<file path="src/cfg_ram_cfg.svh">
`ifndef CFG_RAM_CFG_SVH
`define CFG_RAM_CFG_SVH

//////////////////////////////////////////////////////////////////////
// Table geometry
//////////////////////////////////////////////////////////////////////

// Address width, 32 entries
`define CFG_ADDR_BITS 5

// Word width of one table entry
`define CFG_DATA_WIDTH 32

// Parity protection, one extra bit per stored word
// Set to 0 to store and check a constant zero instead
`define CFG_RAM_PARITY 1

`endif

</file>
<file path="src/cfg_ram_pkg.sv">
`default_nettype none

`include "cfg_ram_cfg.svh"

package cfg_ram_pkg;

    //////////////////////////////////////////////////////////////////////
    // Bus structs
    //////////////////////////////////////////////////////////////////////

    // CPU request, top address bit selects the register space
    typedef struct packed {
        logic                           en;
        logic                           ws;
        logic                           rs;
        logic [`CFG_ADDR_BITS:0]        addr;
        logic [`CFG_DATA_WIDTH-1:0]     wdata;
    } cpu_req_t;

    // CPU response, rdy is a single-cycle pulse
    typedef struct packed {
        logic                           rdy;
        logic [`CFG_DATA_WIDTH-1:0]     rdata;
    } cpu_rsp_t;

    // Engine read port
    typedef struct packed {
        logic                           re;
        logic [`CFG_ADDR_BITS-1:0]      addr;
    } eng_req_t;

    // Static parity controls from the register block
    typedef struct packed {
        logic                           force_err;
        logic                           err_dis;
    } par_ctrl_t;

    // Pending CPU read
    typedef enum logic {
        RD_IDLE = 1'b0,
        RD_WAIT = 1'b1
    } cpu_rd_state_e;

    // Register offsets inside the register space
    typedef enum logic [`CFG_ADDR_BITS-1:0] {
        REG_PAR_CTRL = `CFG_ADDR_BITS'd0,
        REG_PAR_STAT = `CFG_ADDR_BITS'd1
    } reg_off_e;

endpackage

`default_nettype wire

</file>
<file path="src/cfg_sram.sv">
`timescale 1ns/1ps
`default_nettype none

`include "cfg_ram_cfg.svh"

module cfg_sram
(
    input  logic                            clk,
    // Write port
    input  logic                            we,
    input  logic [`CFG_ADDR_BITS-1:0]       wa,
    input  logic [`CFG_DATA_WIDTH:0]        wd,
    // Read port
    input  logic                            re,
    input  logic [`CFG_ADDR_BITS-1:0]       ra,
    output logic [`CFG_DATA_WIDTH:0]        rd
);

    localparam int AW    = `CFG_ADDR_BITS;
    localparam int DEPTH = 1 << AW;

    // Data plus parity bit per entry
    logic [`CFG_DATA_WIDTH:0]   mem [DEPTH];

    logic [AW-1:0]              ra_q;
    logic                       re_q;

    // Write lands at the clock edge
    always_ff @(posedge clk)
    begin
        if (we)
            mem[wa] <= wd;
    end

    // First read stage, address register
    always_ff @(posedge clk)
    begin
        re_q <= re;
        if (re)
            ra_q <= ra;
    end

    // Second read stage, output register holds when idle
    always_ff @(posedge clk)
    begin
        if (re_q)
            rd <= mem[ra_q];
    end

endmodule

`default_nettype wire

</file>
<file path="src/cfg_ram_par.sv">
`timescale 1ns/1ps
`default_nettype none

`include "cfg_ram_cfg.svh"

module cfg_ram_par
(
    input  logic                            clk,
    input  logic                            rst,
    // Engine read side
    input  cfg_ram_pkg::eng_req_t           eng_req,
    input  logic                            active,
    output logic [`CFG_DATA_WIDTH-1:0]      eng_rdata,
    // CPU side, already decoded to the RAM space
    input  cfg_ram_pkg::cpu_req_t           cpu_req,
    output cfg_ram_pkg::cpu_rsp_t           cpu_rsp,
    // Parity controls and error pulse
    input  cfg_ram_pkg::par_ctrl_t          par_ctrl,
    output logic                            par_err
);

    import cfg_ram_pkg::*;

    localparam int AW     = `CFG_ADDR_BITS;
    localparam int DW     = `CFG_DATA_WIDTH;
    localparam bit PAR_EN = `CFG_RAM_PARITY;

    //////////////////////////////////////////////////////////////////////
    // Request qualification
    //////////////////////////////////////////////////////////////////////

    logic               eng_rd;
    logic               cpu_wr;
    logic               cpu_rd;
    logic [AW-1:0]      cpu_addr;

    // Engine reads only count while active
    assign eng_rd   = eng_req.re & active;
    assign cpu_wr   = cpu_req.en & cpu_req.ws;
    assign cpu_rd   = cpu_req.en & cpu_req.rs;
    assign cpu_addr = cpu_req.addr[AW-1:0];

    //////////////////////////////////////////////////////////////////////
    // Write pipeline
    //////////////////////////////////////////////////////////////////////

    logic [1:0]         wr_sr;
    logic               par_q;
    logic               mem_we;
    logic [DW:0]        mem_wd;

    // Strobe delayed two cycles, addr and wdata held by the master
    always_ff @(posedge clk)
    begin
        if (rst)
            wr_sr <= '0;
        else
            wr_sr <= {wr_sr[0], cpu_wr};
    end

    // Parity built in the cycle after the strobe
    // force_err flips the stored bit to plant an error
    always_ff @(posedge clk)
    begin
        par_q <= PAR_EN & ((^cpu_req.wdata) ^ par_ctrl.force_err);
    end

    assign mem_we = wr_sr[1];
    assign mem_wd = {par_q, cpu_req.wdata};

    //////////////////////////////////////////////////////////////////////
    // Pending CPU read and array read port
    //////////////////////////////////////////////////////////////////////

    cpu_rd_state_e      rd_state;
    logic               rd_pend;
    logic               cpu_launch;
    logic               arr_re;
    logic [AW-1:0]      arr_ra;
    logic               wr_hit;
    logic [DW:0]        arr_rd;

    assign rd_pend = (rd_state == RD_WAIT);

    // Launch once the engine is idle or reads the same word
    assign cpu_launch = rd_pend & (~eng_rd | (eng_req.addr == cpu_addr));

    always_ff @(posedge clk)
    begin
        if (rst)
            rd_state <= RD_IDLE;
        else if (!cpu_req.en)
            // Access dropped, forget the pending read
            rd_state <= RD_IDLE;
        else
        begin
            case (rd_state)
                RD_IDLE:
                    if (cpu_rd)
                        rd_state <= RD_WAIT;
                RD_WAIT:
                    if (cpu_launch)
                        rd_state <= RD_IDLE;
                default:
                    rd_state <= RD_IDLE;
            endcase
        end
    end

    // Engine owns the address whenever it reads
    assign arr_ra = eng_rd ? eng_req.addr : cpu_addr;

    // Same-cycle write to the read address kills the read
    assign wr_hit = mem_we & (cpu_addr == arr_ra);
    assign arr_re = (eng_rd | rd_pend) & ~wr_hit;

    cfg_sram u_sram
    (
        .clk    (clk),
        .we     (mem_we),
        .wa     (cpu_addr),
        .wd     (mem_wd),
        .re     (arr_re),
        .ra     (arr_ra),
        .rd     (arr_rd)
    );

    // Engine data straight off the array output register
    assign eng_rdata = arr_rd[DW-1:0];

    //////////////////////////////////////////////////////////////////////
    // CPU ready and read data
    //////////////////////////////////////////////////////////////////////

    logic [3:0]         rdy_sr;
    logic [2:0]         crd_sr;
    logic [DW:0]        rd_q;
    logic [DW-1:0]      cpu_rdata_q;

    // Writes enter one cycle after strobe, reads at launch
    always_ff @(posedge clk)
    begin
        if (rst)
        begin
            rdy_sr <= '0;
            crd_sr <= '0;
        end
        else
        begin
            rdy_sr <= {rdy_sr[2:0], cpu_launch | wr_sr[0]};
            crd_sr <= {crd_sr[1:0], cpu_launch};
        end
    end

    // Array output registered once more, shared by CPU and checker
    always_ff @(posedge clk)
    begin
        rd_q <= arr_rd;
    end

    // Capture the CPU word three cycles after launch
    always_ff @(posedge clk)
    begin
        if (crd_sr[2])
            cpu_rdata_q <= rd_q[DW-1:0];
    end

    assign cpu_rsp.rdy   = rdy_sr[3];
    assign cpu_rsp.rdata = cpu_req.en ? cpu_rdata_q : '0;

    //////////////////////////////////////////////////////////////////////
    // Parity check
    //////////////////////////////////////////////////////////////////////

    logic [2:0]         chk_sr;
    logic               par_bad_q;
    logic               par_err_q;

    // Suppressed reads never enter, so conflicts stay unchecked
    // Stage 2 lines up with rd_q
    always_ff @(posedge clk)
    begin
        if (rst)
        begin
            chk_sr    <= '0;
            par_bad_q <= 1'b0;
            par_err_q <= 1'b0;
        end
        else
        begin
            chk_sr    <= {chk_sr[1:0], arr_re};
            // XOR tree registered ahead of the output flop
            par_bad_q <= PAR_EN & chk_sr[2] & (^rd_q);
            par_err_q <= par_bad_q;
        end
    end

    // Reporting disable applies straight at the output
    assign par_err = par_err_q & ~par_ctrl.err_dis;

endmodule

`default_nettype wire

</file>
<file path="src/cfg_ctrl_regs.sv">
`timescale 1ns/1ps
`default_nettype none

`include "cfg_ram_cfg.svh"

module cfg_ctrl_regs
(
    input  logic                            clk,
    input  logic                            rst,
    // CPU bus from outside
    input  cfg_ram_pkg::cpu_req_t           cpu_req,
    output cfg_ram_pkg::cpu_rsp_t           cpu_rsp,
    // CPU bus toward the RAM block
    output cfg_ram_pkg::cpu_req_t           ram_req,
    input  cfg_ram_pkg::cpu_rsp_t           ram_rsp,
    // Parity controls and error pulse
    output cfg_ram_pkg::par_ctrl_t          par_ctrl,
    input  logic                            par_err
);

    import cfg_ram_pkg::*;

    localparam int AW = `CFG_ADDR_BITS;
    localparam int DW = `CFG_DATA_WIDTH;

    //////////////////////////////////////////////////////////////////////
    // Address decode
    //////////////////////////////////////////////////////////////////////

    logic               reg_sel;
    logic               reg_wr;
    logic               reg_rd;
    reg_off_e           reg_off;

    // Top address bit picks the register space
    assign reg_sel = cpu_req.addr[AW];
    assign reg_off = reg_off_e'(cpu_req.addr[AW-1:0]);
    assign reg_wr  = cpu_req.en & cpu_req.ws & reg_sel;
    assign reg_rd  = cpu_req.en & cpu_req.rs & reg_sel;

    // RAM sees the bus unchanged, en only for RAM accesses
    always_comb
    begin
        ram_req    = cpu_req;
        ram_req.en = cpu_req.en & ~reg_sel;
    end

    //////////////////////////////////////////////////////////////////////
    // Control and status
    //////////////////////////////////////////////////////////////////////

    logic               stk_err;

    // Bit 0 force error, bit 1 disable reporting
    always_ff @(posedge clk)
    begin
        if (rst)
            par_ctrl <= '0;
        else if (reg_wr && (reg_off == REG_PAR_CTRL))
        begin
            par_ctrl.force_err <= cpu_req.wdata[0];
            par_ctrl.err_dis   <= cpu_req.wdata[1];
        end
    end

    // Sticky error, write 1 to clear
    // A fresh error in the clear cycle keeps it set
    always_ff @(posedge clk)
    begin
        if (rst)
            stk_err <= 1'b0;
        else if (par_err)
            stk_err <= 1'b1;
        else if (reg_wr && (reg_off == REG_PAR_STAT) && cpu_req.wdata[0])
            stk_err <= 1'b0;
    end

    //////////////////////////////////////////////////////////////////////
    // Register read and response merge
    //////////////////////////////////////////////////////////////////////

    logic [DW-1:0]      reg_rdata;
    logic [DW-1:0]      reg_rdata_q;
    logic               reg_rdy;

    // Unknown offsets read as zero
    always_comb
    begin
        reg_rdata = '0;
        case (reg_off)
            REG_PAR_CTRL:
            begin
                reg_rdata[0] = par_ctrl.force_err;
                reg_rdata[1] = par_ctrl.err_dis;
            end
            REG_PAR_STAT:
                reg_rdata[0] = stk_err;
            default:
                reg_rdata = '0;
        endcase
    end

    // Register accesses answer one cycle after the strobe
    always_ff @(posedge clk)
    begin
        if (rst)
            reg_rdy <= 1'b0;
        else
            reg_rdy <= reg_wr | reg_rd;
    end

    always_ff @(posedge clk)
    begin
        if (reg_rd)
            reg_rdata_q <= reg_rdata;
    end

    // RAM response passes through otherwise
    assign cpu_rsp.rdy   = reg_rdy | ram_rsp.rdy;
    assign cpu_rsp.rdata = !cpu_req.en ? '0 :
                           reg_rdy     ? reg_rdata_q : ram_rsp.rdata;

endmodule

`default_nettype wire

</file>
<file path="src/cfg_table_top.sv">
`timescale 1ns/1ps
`default_nettype none

`include "cfg_ram_cfg.svh"

module cfg_table_top
(
    input  logic                            clk,
    input  logic                            rst,
    // CPU bus
    input  cfg_ram_pkg::cpu_req_t           cpu_req,
    output cfg_ram_pkg::cpu_rsp_t           cpu_rsp,
    // Engine read port
    input  cfg_ram_pkg::eng_req_t           eng_req,
    input  logic                            active,
    output logic [`CFG_DATA_WIDTH-1:0]      eng_rdata
);

    import cfg_ram_pkg::*;

    //////////////////////////////////////////////////////////////////////
    // Internal buses
    //////////////////////////////////////////////////////////////////////

    // RAM-space CPU traffic
    cpu_req_t           ram_req;
    cpu_rsp_t           ram_rsp;

    // Parity control and error feedback
    par_ctrl_t          par_ctrl;
    logic               par_err;

    // Decode, control and status registers
    cfg_ctrl_regs u_regs
    (
        .clk        (clk),
        .rst        (rst),
        .cpu_req    (cpu_req),
        .cpu_rsp    (cpu_rsp),
        .ram_req    (ram_req),
        .ram_rsp    (ram_rsp),
        .par_ctrl   (par_ctrl),
        .par_err    (par_err)
    );

    // Parity-protected table
    cfg_ram_par u_ram
    (
        .clk        (clk),
        .rst        (rst),
        .eng_req    (eng_req),
        .active     (active),
        .eng_rdata  (eng_rdata),
        .cpu_req    (ram_req),
        .cpu_rsp    (ram_rsp),
        .par_ctrl   (par_ctrl),
        .par_err    (par_err)
    );

endmodule

`default_nettype wire

</file>
<file path="config.mk">
export PLATFORM = sky130hd
export DESIGN_NAME = cfg_table_top
export DESIGN_NICKNAME = d
export VERILOG_FILES = /design/src/cfg_ram_pkg.sv /design/src/cfg_sram.sv /design/src/cfg_ram_par.sv /design/src/cfg_ctrl_regs.sv /design/src/cfg_table_top.sv
export VERILOG_INCLUDE_DIRS = /design/src /design/src/src
export SDC_FILE = /design/constraint.sdc
export NUM_CORES = 1
export LEC_CHECK = 0
export ABC_CLOCK_PERIOD_IN_PS = 3300
export BUFFER_PORTS_ARGS = -buffer_cell sky130_fd_sc_hd__buf_4
export CORE_UTILIZATION = 56
export DETAILED_ROUTE_END_ITERATION = 10
export GPL_ROUTABILITY_DRIVEN = 0
export PLACE_DENSITY = 0.75
export SLEW_MARGIN = 10
export SYNTH_ARGS = -nofsm -noshare
export SYNTH_HDL_FRONTEND = slang
export SYNTH_HIERARCHICAL = 1
export SYNTH_SLANG_ARGS = --single-unit
</file>
<file path="constraint.sdc">
create_clock -name clk -period 3.3 [get_ports clk]
set_clock_uncertainty 0.1 [all_clocks]
set_input_delay 0.825 -clock clk [delete_from_list [all_inputs] [get_ports clk]]
set_output_delay 0.825 -clock clk [all_outputs]
set_load 0.02 [all_outputs]
</file>
==> After elaboration in Yosys (flattened, before gate mapping) <==
Memory sizes are Yosys's and may differ from the RTL's. A register that Yosys moved wholly into a read port is not among the register bits.
Index checks and enable logic that the tools add are counted.
W data, S select, Z words.
{ "classes": {"muxes": 12, "reduce_logical": 8, "n_bitwise": 25, "n_eq_ne": 3} }
{ "op_table": {"columns": ["op", "n"], "rows": [
  ["$mux W32", 3],
  ["$reduce_xor A33 Y1", 1],
  ["$reduce_xor A32 Y1", 1],
  ["$and A1 B1 Y1", 13],
  ["$eq A5 B5 Y1", 2],
  ["$mux W1", 6],
  ["$not A1 Y1", 6],
  ["$eq A5 B1 Y1 const B", 1],
  ["$logic_not A5 Y1", 1],
  ["$mux W5", 1],
  ["$or A1 B1 Y1", 5],
  ["$pmux W1 S2", 2],
  ["$logic_and A1 B1 Y1", 3],
  ["$reduce_bool A2 Y1", 1],
  ["$reduce_or A2 Y1", 1],
  ["$xor A1 B1 Y1", 1]
]} }
{ "totals": {"elab_cells": 67, "ram_bits": 1056, "memories": 1, "output_inout_bits": 65, "reg_bits": 93, "inputBits": 50} }
{ "mem_list": {"columns": ["memory", "depth", "word_bits", "read_ports", "rd_ports_with_merged_regs", "wr", "line", "text"], "rows": [
  ["u_ram.u_sram.mem", 32, 33, 1, 1, 1, "cfg_sram.sv:23", "logic [`CFG_DATA_WIDTH:0] mem [DEPTH];"]
]} }

==> Depth between registers and ports, before layout <==
Gate-level depths: netlist of run 1.
{ "logic_depth": {"depth_word": 6, "depth_mapped": 8, "mapped_depth_nobuf": 5} }

==> By module <==
Netlist of run 1, hierarchy kept.
{ "by_module_without_submodules": {"columns": ["module", "seq_area_each_um2", "cells_per_inst", "n_inst", "area_each_um2"], "rows": [
  ["cfg_sram", 32871.5, 2338, 1, 42314.3],
  ["cfg_ram_par", 1941.9, 215, 1, 2999.1],
  ["cfg_ctrl_regs", 140.1, 106, 1, 832.0]
]} }

==> Worst setup path before layout of run 1 <==
Ideal clock, no wire load.
{ "synth_path": {"path_kind": "input port to flip-flop", "from": "in cpu_req[33] in the netlist's numbering", "to": "mem u_ram/u_sram/mem[12][0] in the netlist's numbering (enable)", "path_buffers": 2, "t_required_ns": 2.777, "t_arrival_ns": 3.014, "setup_time_ns": 0.423, "cell_stages": 4, "setup_slack_ns": -0.237, "path_cell_list": "buf_4 > or3b_2 > clkbuf_1 > nor2_1"} }
{ "synth_lines": {"columns": ["item", "line", "text"], "rows": [
  ["start: declaration", "cfg_table_top.sv:11", "input cfg_ram_pkg::cpu_req_t cpu_req,"],
  ["end: declaration", "cfg_sram.sv:23", null]
]} }
Straight into the memory's write port.

==> results.md, run 1 <==
* Max FO, Critical Path at 16
* Min-Delay Startpoint: u_ram/u_sram/rd[25]$_DFFE_PP_
* Flop pwr share at 52.3%
* Initial antenna violation count at 6
* Worst-Margin Slew at 1.20 ns
* Critical path data arrival time at 1.84 ns
* Max Slew Vio Count at 0
* Sw Share at 21.9%
* Max VDD drop at 0.000454 V
* CTS Buffer Depth at 3
* First-pass GRT wire length at 155000 um
* TritonCTS Buffers at 110
* Dpl hpwl at 61300 um
* Post-DRT Antenna Nets at 0
* GRT Residual Overflow at 0
* Mapped Cells at 2658
* Power Density at 615 nW/um2
* Hold_buf cts at 0
* Worst hold-check path type: flop to flop
* RSZ-0062 raised after global routing: no
* Final Hold Vio Count at 0
* WHS Path Cells at 0
* Terminus of the critical flop-to-flop path: u_ram/u_sram/rd[26]$_DFFE_PP_
* Relative slew slack at 19.9%
* Leakage power at 18.4 nW
* Synthesized area at 46100 um2
* Port Buffer Count at 114
* Standard-cell rows at 104
* P&R area growth vs syn at 13.8%
* Mapped Nets at 2708
* Warnings from Yosys at 6
* Clock share of power at 39.5%
* Nets at 2876
* Iteration count of the initial detailed-routing pass at 6
* Hold Path End: u_ram/rd_q[25]$_DFF_P_
* Reg clk slew, reported paths at 0.06 ns
* Startpoint Class: input pin
* Sink Count at 1182
* Latest clock arrival within the worst-skew pair at 0.69 ns
* Fin crit share at 83.8%
* Status: complete, no violations
* Sw Pwr at 7.09 mW
* Final non-filler cell total at 3978
* F_max at 0.362 GHz
* Vias in the first global route at 24112
* Final wirelength at 107000 um
* DR iter-0 viols at 3043
* Vias at 24347
* Minimum clock period at 2.77 ns
* Final total power at 32.3 mW
* Core Region at 81100 um2
* Overall routing resource usage at 25.7%
* DRC at 0
* Pint at 25.2 mW
* Largest net degree at the start of global routing at 76
* R2r worst-path depth at 7
* Clock root cell: clkbuf_16
* I/O pins at 115
* Mapped Avg Cell Area at 17.4 um2
* Filler cell count in the final layout at 5381
* Post-CTS setup buffer count at 0
* Htree depth at 3
* Via density at 6.12
* PostCTS Resize Cnt at 0
* Worst R2R Start: u_ram/u_sram/ra_q[2]$_DFFE_PP_
* # setup viols final at 0
* Die footprint at 83500 um2
* Critical path class: input pin to output port
* Initial Utilization at 56.9%
* Die width at 289 um
* Post-Place Cells at 3774
* Combinational Power Share at 8.3%
* Final WS setup at 0.534 ns
* Die Span Y at 289 um
* FF-to-FF setup slack at 0.53 ns
* CTS tree: done
* Fin area at 52500 um2
* CP endpoint kind: output port
* Share of cells above drive strength 1 at 15.1%
* Dpl ws at 0.545 ns
* Hold WS at 0.275 ns
* Routed wire per std cell at 26.9 um
* Max Cap Violations at 0
* Worst EP required at 2.37 ns
* Area after DPL at 48900 um2
==> worst max path at each step <==
stage | to | slack, ns | cells past startpoint | start
after global placement | u_ram/par_q$_DFF_P_ | 0.60 | 6 | cpu_req[29]
after global routing | cpu_rsp[1] | 0.47 | 7 | cpu_req[40]
final | cpu_rsp[1] | 0.53 | 7 | cpu_req[40]
after CTS | cpu_rsp[1] | 0.53 | 7 | cpu_req[40]
after detailed placement | cpu_rsp[1] | 0.54 | 7 | cpu_req[40]
after floorplan | u_ram/u_sram/mem[12][0]$_DFFE_PP_ | -0.24 | 4 | cpu_req[33]
==> sequential cells by signal (all words and copies together), names as in the netlist, 2 cells and up <==
| signal | flops |
|---|---|
| u_ram/u_sram/ra_q | 5 |
| u_regs/reg_rdata_q | 2 |
| u_ram/wr_sr | 2 |
| u_ram/u_sram/mem | 1056 |
| u_ram/chk_sr | 3 |
| u_regs/par_ctrl | 2 |
| u_ram/crd_sr | 3 |
| u_ram/rd_q | 33 |
| u_ram/rdy_sr | 4 |
| u_ram/u_sram/rd | 33 |
| u_ram/cpu_rdata_q | 32 |
==> metrics by stage <==
stage          setup TNS, ns  utilization (%)
2_1_floorplan         -72.44                -
3_3_place_gp               0             60.3
3_5_place_dp               0             60.3
4_1_cts                    0             64.8
5_1_grt                    0             64.8
6_report                   0             64.8
==> cells in the final DEF, fill, tap and decap left out, types with 2 or more instances in the layout <==
cell type,count
a21oi_1,102
a22o_1,66
a22oi_1,99
a31oi_1,33
and2_1,63
buf_12,41
buf_4,196
bufinv_16,15
clkbuf_1,28
clkbuf_16,113
clkbuf_8,3
clkinv_1,24
clkinv_2,14
clkinv_8,2
clkinvlp_4,2
dfxtp_1,53
diode_2,2
edfxtp_1,1128
inv_1,3
mux2_2,6
mux2i_1,533
nand2_1,103
nand2b_1,4
nand2b_2,2
nand3_1,103
nand3b_1,6
nor2_1,6
nor2_4,33
nor2b_1,13
nor2b_4,2
nor3_1,33
nor3b_1,2
or2_2,2
or3b_2,3
xnor2_1,56
xnor3_1,3
xor2_1,6
==> area by class of cell <==
class,count,area [um2],share of cell area [%]
Antenna cell,2,5.00,0.00953
Clock buffer,144,2970,5.66
Clock inverter,58,667,1.27
Inverter,3,11.3,0.0214
Multi-Input combinational cell,1292,10300,19.6
Sequential cell,1182,35000,66.6
Tap cell,1060,1330,2.53
Timing Repair Buffer,237,2290,4.37
==> worst max-delay path, stage by stage <==
cell     delay [ns]
buf_4          0.13
nor2b_2        0.16
buf_4          0.17
and2_1         0.14
mux2i_1        0.17
nor2b_1        0.08
buf_4          0.16
==> routing by layer <==
metal / global-route usage, % / up-vias / share of wire (%)
met5: 0 / - / 0
met4: 8.95 / 0 / 3.1
met3: 4.86 / 191 / 9.3
met2: 41.4 / 1219 / 47
met1: 35.5 / 12284 / 40
li1: - / 10653 / -
==> power by group through the flow <==
stage               Sequential (mW)  Clock, mW  Combinational, mW
floorplan                      17.2          0               1.73
global placement               17.2          0               2.57
detailed placement             17.2          0               2.63
CTS                            16.9       12.9               2.66
global route                   16.9       13.4               2.81
finish                         16.9       12.7               2.67
No activity file was read; power rests on OpenSTA's default activity.
==> inputs of run 2 (changes only) <==
--- a/config.mk
+++ b/config.mk
@@ -6,12 +6,12 @@
 export SDC_FILE = /design/constraint.sdc
 export NUM_CORES = 1
 export LEC_CHECK = 0
-export ABC_CLOCK_PERIOD_IN_PS = 3300
+export ABC_CLOCK_PERIOD_IN_PS = 2580
 export BUFFER_PORTS_ARGS = -buffer_cell sky130_fd_sc_hd__buf_4
-export CORE_UTILIZATION = 56
+export CORE_UTILIZATION = 60
 export DETAILED_ROUTE_END_ITERATION = 10
 export GPL_ROUTABILITY_DRIVEN = 0
-export PLACE_DENSITY = 0.75
+export PLACE_DENSITY = 0.77
 export SLEW_MARGIN = 10
 export SYNTH_ARGS = -nofsm -noshare
 export SYNTH_HDL_FRONTEND = slang
==> constraint.sdc (replaced) <==
create_clock -name clk -period 2.58 [get_ports clk]
set_clock_uncertainty 0.1 [all_clocks]
set_input_delay 0.645 -clock clk [delete_from_list [all_inputs] [get_ports clk]]
set_output_delay 0.645 -clock clk [all_outputs]
set_load 0.02 [all_outputs]
==> run 2 against run 1 <==
Global-route usage is 2.5 points higher. Worst hold slack worse by 0.19 ns. Largest cell class unchanged. Setup slack worse by 0.48 ns. Combinational power is 39% higher. Clock power is 28% higher. Utilization is 5.4 points higher.
==> results.md, run 2 (same netlist as run 1, synthesis figures left out) <==
* Most common cell after layout, fill and taps aside: edfxtp_1
* Post-DRT Antenna Nets at 0
* Max FO, Critical Path at 20
* Combinational Power Share at 8.9%
* Setup TNS at 0 ns
* Core Region at 76100 um2
* Worst hold-check path type: input pin to flop
* P&R area growth vs syn at 15.7%
* Area after DPL at 49600 um2
* Routed wire per std cell at 27.3 um
* Initial Utilization at 60.6%
* Sw Pwr at 9.38 mW
* Post-CTS setup buffer count at 0
* Htree depth at 3
* Min-Delay Startpoint: cpu_req[3]
* Leakage power at 19.0 nW
* Die Span Y at 279 um
* Max VDD drop at 0.000600 V
* Via density at 6.23
* Reg clk slew, reported paths at 0.06 ns
* Flop pwr share at 51.8%
* Worst EP required at 2.85 ns
* Reg with most FFs: u_ram/u_sram/mem
* Sw Share at 22.6%
* Clock share of power at 39.2%
* Vias at 25087
* Port Buffer Count at 114
* Worst-Margin Slew at 1.04 ns
* Latest clock arrival within the worst-skew pair at 0.68 ns
* Fin area at 53400 um2
* Minimum clock period at 2.53 ns
* R2r worst-path depth at 7
* Critical Path Start: u_ram/u_sram/ra_q[0]$_DFFE_PP_
* Clock root cell: clkbuf_16
* Largest net degree at the start of global routing at 45
* # setup viols final at 0
* DRC at 0
* RSZ-0062 raised after global routing: yes
* Max Cap Violations at 0
* Standard-cell rows at 101
* Max reg flops at 1056
* Final wirelength at 110000 um
* DR iter-0 viols at 2996
* Die footprint at 78000 um2
* Die width at 279 um
* Overall routing resource usage at 28.3%
* WHS Path Cells at 1
* Initial antenna violation count at 3
* Pint at 32.1 mW
* Nets at 2951
* Sink Count at 1182
* Final Hold Vio Count at 0
* Fin crit share at 98.0%
* Relative slew slack at 29.8%
* CTS tree: done
* CTS Buffer Depth at 3
* Critical path data arrival time at 2.80 ns
* I/O pins at 115
* GRT Residual Overflow at 0
* First-pass GRT wire length at 160000 um
* Max Slew Vio Count at 0
* Filler cell count in the final layout at 4664
* Iteration count of the initial detailed-routing pass at 5
* Dpl hpwl at 65500 um
* Biggest regs: u_ram/u_sram/mem (1056), u_ram/rd_q (33), u_ram/u_sram/rd (33)
* Vias in the first global route at 25272
* Status: complete, no violations
* Worst R2R Start: u_ram/u_sram/ra_q[0]$_DFFE_PP_
* Commonest cells after routing, fill and taps aside: edfxtp_1, mux2i_1, buf_4
* Power Density at 778 nW/um2
* TritonCTS Buffers at 114
* F_max at 0.395 GHz
* Startpoint Class: flop
* Critical path class: flop to flop
* Antenna Cells at 0
* CP endpoint kind: flop
* Share of cells above drive strength 1 at 17.9%
* Hold_buf cts at 0
[run 2: changes by cell type in the layout (fill, tap and decap cells not counted), moves of 2 or more]
cell,delta
buf_12,+18
buf_16,+4
buf_4,+48
bufinv_16,-6
clkbuf_1,-11
clkbuf_16,+4
clkinv_2,+20
diode_2,-2
inv_6,+2
[run 2: power groups by stage]
stage	sequential (mW)	clock [mW]	combinational, mW
3_5_place_dp	21.9	0	3.61
6_report	21.5	16.3	3.70
4_1_cts	21.5	16.4	3.65
3_3_place_gp	21.9	0	3.54
5_1_grt	21.5	17.1	3.88
2_1_floorplan	22.0	0	2.21
[run 2: final timing paths]
check | to | slack, ns
hold reg to reg | u_ram/rd_q[32]$_DFF_P_ | 0.25
hold / removal | u_ram/u_sram/mem[8][3]$_DFFE_PP_ | 0.09
setup reg to reg | u_ram/u_sram/rd[6]$_DFFE_PP_ | 0.05
setup / recovery | u_ram/u_sram/rd[6]$_DFFE_PP_ | 0.05
[run 2: final cells by class]
| class | count | area [um2] | share of cell area [%] |
|---|---|---|---|
| multi-input combinational | 1293 | 10300 | 19.3 |
| inverter | 3 | 11.3 | 0.0211 |
| tap | 1030 | 1290 | 2.41 |
| clock inverter | 77 | 651 | 1.22 |
| timing repair buffer | 307 | 3120 | 5.85 |
| sequential | 1182 | 35000 | 65.5 |
| clock buffer | 138 | 3050 | 5.71 |
[run 2: routing by layer]
layer / global-route usage [%] / wire [um]
met4: 9.40 / 3100
met3: 6.60 / 11700
met5: 0 / 23
met1: 37.8 / 42100
met2: 46.1 / 53200
[run 2: worst max-delay path, cell delays in order (launching register included)]
cell	delay, ns
edfxtp_1	0.37
buf_12	0.24
buf_16	0.23
buf_4	0.33
mux2i_1	0.36
a22oi_1	0.14
a31oi_1	0.24
nand3_1	0.20
[run 2: stage by stage]
stage               utilization (%)  hold slack, ns  total power [mW]  setup slack (ns)  cells
CTS                            70.1          0.0581              41.6           0.00998   4029
global route                   70.2          0.0690              42.6           -0.0268   4030
detailed placement             65.2           0.234              25.5            -0.344   3814
global placement               65.2           0.234              25.5            -0.222   3814
floorplan                         -           0.223              24.2            -0.508   2658
finish                         70.2          0.0878              41.5            0.0505   4030
[run 2: timing repair]
action                                  in CTS  in global routing
endpoints found under the setup margin      32                 10
cloned                                       0                  1
resized for setup                            1                  6
